[src/mist_pkg.sv]
package mist_pkg;

    // ROM buffer geometry
    localparam int ROM_AW   = 8;
    localparam int IOCTL_AW = ROM_AW + 1;

    // io controller commands on SS2
    localparam logic [7:0] CMD_FILE_TX     = 8'h53;
    localparam logic [7:0] CMD_FILE_TX_DAT = 8'h54;

    // video timing, in pixels and lines
    localparam int PXL_DIV      = 2;
    localparam int H_VISIBLE    = 16;
    localparam int H_TOTAL      = 32;
    localparam int H_SYNC_START = 20;
    localparam int H_SYNC_LEN   = 4;
    localparam int V_VISIBLE    = 16;
    localparam int V_TOTAL      = 20;
    localparam int V_SYNC_START = 17;
    localparam int V_SYNC_LEN   = 2;

    // counter widths derived from the timing above
    localparam int DIV_W  = $clog2(PXL_DIV);
    localparam int HCNT_W = $clog2(H_TOTAL);
    localparam int VCNT_W = $clog2(V_TOTAL);

    typedef struct packed {
        logic [IOCTL_AW-1:0] addr;
        logic [7:0]          data;
        logic                wr;
    } ioctl_t;

    typedef struct packed {
        logic [3:0] red;
        logic [3:0] green;
        logic [3:0] blue;
    } rgb_t;

    typedef struct packed {
        logic [ROM_AW-1:0] addr;
        logic [15:0]       data;
        logic              we;
    } mem_wr_t;

endpackage

[src/spi_byte_rx.sv]
module spi_byte_rx (
    input  logic       clk,
    input  logic       reset,
    input  logic       spi_sck,
    input  logic       spi_ss2,
    input  logic       spi_di,
    output logic       byte_valid,
    output logic [7:0] byte_data,
    output logic       frame_start,
    output logic       frame_end
);

    // two sync stages plus one history stage for edge detection
    logic [2:0] sck_sync;
    logic [2:0] ss2_sync;
    logic [1:0] di_sync;
    logic [2:0] bit_cnt;
    logic [7:0] shift;
    logic       sck_rise;
    logic       ss2_fall;
    logic       ss2_rise;

    always_ff @(posedge clk) begin
        if (reset) begin
            sck_sync <= 3'b000;
            ss2_sync <= 3'b111;
            di_sync  <= 2'b00;
        end else begin
            sck_sync <= {sck_sync[1:0], spi_sck};
            ss2_sync <= {ss2_sync[1:0], spi_ss2};
            di_sync  <= {di_sync[0], spi_di};
        end
    end

    assign sck_rise = sck_sync[1] & ~sck_sync[2] & ~ss2_sync[1];
    assign ss2_fall = ~ss2_sync[1] & ss2_sync[2];
    assign ss2_rise = ss2_sync[1] & ~ss2_sync[2];

    always_ff @(posedge clk) begin
        if (reset) begin
            bit_cnt     <= '0;
            byte_valid  <= 1'b0;
            frame_start <= 1'b0;
            frame_end   <= 1'b0;
        end else begin
            byte_valid  <= 1'b0;
            frame_start <= ss2_fall;
            frame_end   <= ss2_rise;
            if (ss2_fall) begin
                bit_cnt <= '0;
            end else if (sck_rise) begin
                bit_cnt <= bit_cnt + 3'd1;
                // eighth bit completes the byte
                if (bit_cnt == 3'd7) begin
                    byte_valid <= 1'b1;
                end
            end
        end
    end

    // MSB first, stable until the next SCK rise
    always_ff @(posedge clk) begin
        if (sck_rise) begin
            shift <= {shift[6:0], di_sync[1]};
        end
    end

    assign byte_data = shift;

endmodule

[src/data_io.sv]
module data_io
    import mist_pkg::*;
(
    input  logic       clk,
    input  logic       reset,
    input  logic       byte_valid,
    input  logic [7:0] byte_data,
    input  logic       frame_start,
    input  logic       frame_end,
    output logic       downloading,
    output ioctl_t     ioctl
);

    logic                cmd_phase;
    logic [7:0]          cmd;
    logic [IOCTL_AW-1:0] addr;

    always_ff @(posedge clk) begin
        if (reset) begin
            cmd_phase   <= 1'b1;
            cmd         <= 8'h00;
            addr        <= '0;
            downloading <= 1'b0;
            ioctl       <= '0;
        end else begin
            ioctl.wr <= 1'b0;
            if (frame_start) begin
                // first byte of a new SS2 frame is the command
                cmd_phase <= 1'b1;
            end else if (frame_end) begin
                cmd <= 8'h00;
            end else if (byte_valid) begin
                cmd_phase <= 1'b0;
                if (cmd_phase) begin
                    cmd <= byte_data;
                end else begin
                    case (cmd)
                        CMD_FILE_TX: begin
                            downloading <= |byte_data;
                            if (|byte_data) begin
                                addr <= '0;
                            end
                        end
                        CMD_FILE_TX_DAT: begin
                            // data outside a download is dropped
                            if (downloading) begin
                                ioctl.addr <= addr;
                                ioctl.data <= byte_data;
                                ioctl.wr   <= 1'b1;
                                addr       <= addr + 1'b1;
                            end
                        end
                        default: ;
                    endcase
                end
            end
        end
    end

endmodule

[src/rom_writer.sv]
module rom_writer
    import mist_pkg::*;
(
    input  logic    clk,
    input  logic    reset,
    input  logic    downloading,
    input  ioctl_t  ioctl,
    output mem_wr_t mem_wr,
    output logic    busy
);

    logic [7:0]        low_byte;
    logic [ROM_AW-1:0] low_addr;
    logic              pending;
    logic              dl_q;
    logic              dl_fall;

    assign dl_fall = dl_q & ~downloading;

    always_ff @(posedge clk) begin
        if (reset) begin
            dl_q      <= 1'b0;
            pending   <= 1'b0;
            mem_wr.we <= 1'b0;
        end else begin
            dl_q      <= downloading;
            mem_wr.we <= 1'b0;
            if (ioctl.wr) begin
                if (!ioctl.addr[0]) begin
                    // even byte waits for its high half
                    low_byte <= ioctl.data;
                    low_addr <= ioctl.addr[IOCTL_AW-1:1];
                    pending  <= 1'b1;
                end else begin
                    mem_wr.addr <= ioctl.addr[IOCTL_AW-1:1];
                    mem_wr.data <= {ioctl.data, low_byte};
                    mem_wr.we   <= 1'b1;
                    pending     <= 1'b0;
                end
            end else if (dl_fall && pending) begin
                // odd length image, flush with a zero high byte
                mem_wr.addr <= low_addr;
                mem_wr.data <= {8'h00, low_byte};
                mem_wr.we   <= 1'b1;
                pending     <= 1'b0;
            end
        end
    end

    // busy outlasts downloading until the flush write is done
    assign busy = downloading | dl_q | mem_wr.we;

endmodule

[src/rom_buffer.sv]
module rom_buffer
    import mist_pkg::*;
(
    input  logic              clk,
    input  mem_wr_t           mem_wr,
    input  logic [ROM_AW-1:0] rd_addr,
    output logic [15:0]       rd_data
);

    logic [15:0] mem [0:(1<<ROM_AW)-1];

    always_ff @(posedge clk) begin
        if (mem_wr.we) begin
            mem[mem_wr.addr] <= mem_wr.data;
        end
    end

    // read data one cycle after the address
    always_ff @(posedge clk) begin
        rd_data <= mem[rd_addr];
    end

endmodule

[src/video_timing.sv]
module video_timing
    import mist_pkg::*;
(
    input  logic              clk,
    input  logic              reset,
    input  logic              busy,
    input  logic [15:0]       rd_data,
    output logic [ROM_AW-1:0] rd_addr,
    output logic              pxl_cen,
    output logic              hs,
    output logic              vs,
    output rgb_t              rgb,
    output logic [31:0]       frame_cnt
);

    logic [DIV_W-1:0]  div_cnt;
    logic [HCNT_W-1:0] h_cnt;
    logic [VCNT_W-1:0] v_cnt;
    logic              visible;
    logic              hs_next;
    logic              vs_next;
    rgb_t              rgb_q;

    assign visible = (h_cnt < H_VISIBLE) && (v_cnt < V_VISIBLE);
    assign hs_next = !(h_cnt >= H_SYNC_START && h_cnt < H_SYNC_START + H_SYNC_LEN);
    assign vs_next = !(v_cnt >= V_SYNC_START && v_cnt < V_SYNC_START + V_SYNC_LEN);

    // word for the current position, back before the next pxl_cen
    assign rd_addr = ROM_AW'(v_cnt * H_VISIBLE + h_cnt);

    always_ff @(posedge clk) begin
        if (reset) begin
            div_cnt   <= '0;
            pxl_cen   <= 1'b0;
            h_cnt     <= '0;
            v_cnt     <= '0;
            hs        <= 1'b1;
            vs        <= 1'b1;
            rgb_q     <= '0;
            frame_cnt <= '0;
        end else begin
            div_cnt <= (div_cnt == DIV_W'(PXL_DIV - 1)) ? '0 : div_cnt + 1'b1;
            pxl_cen <= (div_cnt == DIV_W'(PXL_DIV - 1));
            if (pxl_cen) begin
                if (h_cnt == HCNT_W'(H_TOTAL - 1)) begin
                    h_cnt <= '0;
                    v_cnt <= (v_cnt == VCNT_W'(V_TOTAL - 1)) ? '0 : v_cnt + 1'b1;
                end else begin
                    h_cnt <= h_cnt + 1'b1;
                end
                hs <= hs_next;
                vs <= vs_next;
                if (vs && !vs_next) begin
                    frame_cnt <= frame_cnt + 32'd1;
                end
                // 12-bit colour from the low bits of the word
                rgb_q <= visible ? rgb_t'(rd_data[11:0]) : '0;
            end
        end
    end

    assign rgb = busy ? '0 : rgb_q;

endmodule

[src/mist_core_top.sv]
module mist_core_top
    import mist_pkg::*;
(
    input  logic        clk,
    input  logic        reset,
    input  logic        spi_sck,
    input  logic        spi_ss2,
    input  logic        spi_di,
    output logic        led,
    output logic        downloading,
    output logic        pxl_cen,
    output logic        hs,
    output logic        vs,
    output rgb_t        rgb,
    output logic [31:0] frame_cnt
);

    logic              byte_valid;
    logic [7:0]        byte_data;
    logic              frame_start;
    logic              frame_end;
    ioctl_t            ioctl;
    mem_wr_t           mem_wr;
    logic              busy;
    logic [ROM_AW-1:0] rd_addr;
    logic [15:0]       rd_data;

    spi_byte_rx u_spi (
        .clk         ( clk         ),
        .reset       ( reset       ),
        .spi_sck     ( spi_sck     ),
        .spi_ss2     ( spi_ss2     ),
        .spi_di      ( spi_di      ),
        .byte_valid  ( byte_valid  ),
        .byte_data   ( byte_data   ),
        .frame_start ( frame_start ),
        .frame_end   ( frame_end   )
    );

    data_io u_data_io (
        .clk         ( clk         ),
        .reset       ( reset       ),
        .byte_valid  ( byte_valid  ),
        .byte_data   ( byte_data   ),
        .frame_start ( frame_start ),
        .frame_end   ( frame_end   ),
        .downloading ( downloading ),
        .ioctl       ( ioctl       )
    );

    rom_writer u_writer (
        .clk         ( clk         ),
        .reset       ( reset       ),
        .downloading ( downloading ),
        .ioctl       ( ioctl       ),
        .mem_wr      ( mem_wr      ),
        .busy        ( busy        )
    );

    rom_buffer u_rom (
        .clk     ( clk     ),
        .mem_wr  ( mem_wr  ),
        .rd_addr ( rd_addr ),
        .rd_data ( rd_data )
    );

    video_timing u_video (
        .clk       ( clk       ),
        .reset     ( reset     ),
        .busy      ( busy      ),
        .rd_data   ( rd_data   ),
        .rd_addr   ( rd_addr   ),
        .pxl_cen   ( pxl_cen   ),
        .hs        ( hs        ),
        .vs        ( vs        ),
        .rgb       ( rgb       ),
        .frame_cnt ( frame_cnt )
    );

    // LED stays low while the ROM is being loaded
    assign led = ~busy;

endmodule

[config.mk]
export PLATFORM = sky130hd
export DESIGN_NAME = mist_core_top
export DESIGN_NICKNAME = d
export VERILOG_FILES = /design/src/mist_pkg.sv /design/src/spi_byte_rx.sv /design/src/data_io.sv /design/src/rom_writer.sv /design/src/rom_buffer.sv /design/src/video_timing.sv /design/src/mist_core_top.sv
export SDC_FILE = /design/constraint.sdc
export NUM_CORES = 2
export LEC_CHECK = 0
export BUFFER_PORTS_ARGS = -buffer_cell sky130_fd_sc_hd__buf_4
export CAP_MARGIN = 5
export CORE_AREA = 2 2 530 479
export DETAILED_ROUTE_END_ITERATION = 16
export DIE_AREA = 0 0 532 481
export PLACE_DENSITY = 0.74
export SYNTH_ARGS = -nofsm -noshare
export SYNTH_HDL_FRONTEND = slang
export SYNTH_SLANG_ARGS = --single-unit
[constraint.sdc]
create_clock -name clk -period 12.3 [get_ports clk]
set_clock_uncertainty 0.1 [all_clocks]
set_input_delay 0.615 -clock clk [delete_from_list [all_inputs] [get_ports clk]]
set_output_delay 0.615 -clock clk [all_outputs]
set_load 0.02 [all_outputs]
==> results.yml <==
job:
  drv_cap: 2
critical_path:
  crit_slowest_cell: "a221oi_1"
  crit_path_max_fanout: 90
  path_cells: "buf_4, buf_4, buf_12, mux4_2, a221oi_1, a21oi_1, a211oi_1, o22ai_1"
  critPathBufInv: 3
  critPathLaunchType: "register"
  worst-setup-path-type: "reg -> reg"
  crit_required_ns: 12.93
  crit_family: "compound AO/OA/AOI/OAI gates"
  path_common_cell: "buf_4"
  cp.arrival_ns: 6.26
  cpPeakStageDelay_ns: 0.96
  end_kind: "register"
pwr:
  ir_drop_uv: 130
  p_leak_nw: 43.1
  power_density_nw_per_um2: 154
  power_mw: 21.6
sta:
  period_share: 0.457
  rsz0062_at_grt: "no"
  fin_setup_tns_ns: 0
  tightest_slew_ns: 1.66
  finalCriticalPeriod_ns: 5.62
  timing.final.hold_violations: 0
  setup_viol: 0
  max_freq_mhz: 178
  slew_headroom: -0.108
  slew_viol_final: 5
synth:
  synth_edf_count: 3116
  yosysSeqAreaShare: 0.770
  yosys_register_bits: 3240
  syn_inst: 6144
  synth_area_um2: 125000
  syn_nets: 6159
  ys.flop_type: "edfxtp_1"
  yosysUniqueCellTypes: 83
  synth_area_per_cell_um2: 20.3
  yosysWarningCount: 0
  synthArstFlopShare: 0
status:
  status: "finished with violations"
  violations: "capacitance limit, slew limit"
place:
  place_hpwl_um: 200000
  routabilityCongestion: 0.899
  io_buffers: 53
clock_network:
  cts_tree: "yes"
  post_cts_buffers: 0
  cts_resized: 0
  root_buffer: "clkbuf_16"
  htree_levels: 5
  clk_latency_ns: 0.89
  clk_path_buf_depth: 4
  cts_buffers: 310
  path_clk_slew_ns: 0.07
  cts.sinks: 3240
cells_and_area:
  area_growth_pct: 12.2
  layout_common_cells: "edfxtp_1, mux4_2, nor2_1, buf_4, clkbuf_16"
  multi_input_area_um2: 26900
  seq_area_um2: 96100
  final_common_cell: "edfxtp_1"
  layout.nets: 6474
  drive_gt1_frac: 0.225
  n_fill_cell: 18207
  final_util: 0.557
global_routing:
  grt_pass1_wl_um: 484000
  grt_max_degree: 257
  grt_usage: 0.266
  overflow: 0
  grt_pass1_vias: 63984
  antenna_found_initial: 15
route:
  vias_per_cell: 6.66
  wl_per_cell_um: 34.2
  routed_wl_um: 345000
  drt_drc_violations_left: 0
  first_pass_iters: 8
  num_vias: 67080
  first_iter_violations: 11833
  final_antenna_net_count: 0
floorplan:
  num_io_pins: 54
  die_x_um: 532
  row_count: 175
  design.core.area_um2: 251000
  start_util: 0.497
  die_y_um: 481
  die_area_um2: 256000
min_path:
  hold_path_class: "reg -> reg"
-- Yosys cell counts (56+ instances only) --
master,count,area share
buf_2,118,0.0047
clkbuf_1,169,0.0051
o221ai_1,56,0.0039
mux4_2,644,0.12
a21oi_1,159,0.0064
o21ai_0,69,0.0028
dfxtp_1,124,0.020
mux2i_1,298,0.024
a221oi_1,64,0.0045
nand2_1,164,0.0049
nand3_1,60,0.0024
nor2_1,381,0.011
edfxtp_1,3116,0.75
a22oi_1,138,0.0083
-- kinds of logic (layout without fill, tap and decap cells) --
family / after synthesis / in the layout / synth area share
simple gates: 819 / 819 / 0.0304
buf+inv: 390 / 943 / 0.0159
xor+xnor: 35 / 35 / 0.00246
flops: 3240 / 3240 / 0.770
mux: 951 / 951 / 0.141
other cells: 0 / 13 / 0
compound gates: 699 / 699 / 0.0393
fa+ha+maj: 10 / 10 / 0.00100
-- what timing repair did --
action / 4_1_cts / 5_1_grt
endpoints found under the hold margin: 16 / 0
hold buffers: 6 / 0
endpoints found under the setup margin: 0 / 0
-- worst reg2reg max path, stage by stage (launching register included) --
cell,delay [ns]
dfxtp_4,0.71
buf_4,0.58
buf_4,0.69
buf_12,0.59
mux4_2,0.87
a221oi_1,0.96
a21oi_1,0.26
a211oi_1,0.57
o22ai_1,0.15
-- power breakdown --
group          internal, mW  leakage, nW  switching, mW
combinational         0.224         8.80          0.245
clock                  5.17         4.70           4.06
sequential             11.9         29.6         0.0131
total                  17.3         43.1           4.31
-- worst paths after layout --
check / start / to / slack, ns / cells past startpoint
worst max-delay path: u_video.h_cnt[0] / u_rom.rd_data[4] / 6.68 / 8
worst min-delay path: u_spi.di_sync[1] / u_spi.byte_data[0] / 0.30 / 0
worst max register to register: u_video.h_cnt[0] / u_rom.rd_data[4] / 6.68 / 8
worst min register to register: u_spi.di_sync[1] / u_spi.byte_data[0] / 0.30 / 0
-- sequential cells by signal, indices dropped and copies added (netlist names), 5 cells and up --
name and cells:
u_data_io.addr 9, u_data_io.cmd 8, u_data_io.ioctl 18, u_rom.mem 3072
u_rom.rd_data 12, u_spi.byte_data 8, u_video.frame_cnt 32, u_video.h_cnt 5
u_video.rgb_q 12, u_video.v_cnt 5, u_writer.low_addr 8, u_writer.low_byte 8
u_writer.mem_wr 21
-- stage by stage --
stage               cell area [µm²]  std cells  hold slack [ns]  worst slack [ns]
global placement             130000       9489            0.292              6.62
finish                       140000      10073            0.303              6.68
CTS                          140000      10046            0.306              6.61
floorplan                    125000       6144            0.285              8.15
global route                 140000      10060            0.310              6.48
detailed placement           130000       9490            0.293              6.63
-- per-layer routing --
layer  part of all wire  vias up  global-route usage  wire [µm]
met5            0.00027        -                   0         92
met4              0.052       16               0.121      17800
met3               0.15      969              0.0863      51000
met2               0.45     5505               0.391     154000
met1               0.35    34493               0.364     122000
li1                   -    26097                   -          -
-- area by class of cell --
cell class | count | share of cell area
repair buffers | 374 | 0.0219
flip-flops and latches | 3240 | 0.686
well taps | 3363 | 0.0301
diodes | 13 | 0.000232
inverters | 19 | 0.000527
clock buffers | 401 | 0.0596
clock inverters | 149 | 0.00936
multi-input cells | 2514 | 0.192
(Power assumes the default switching activity.)
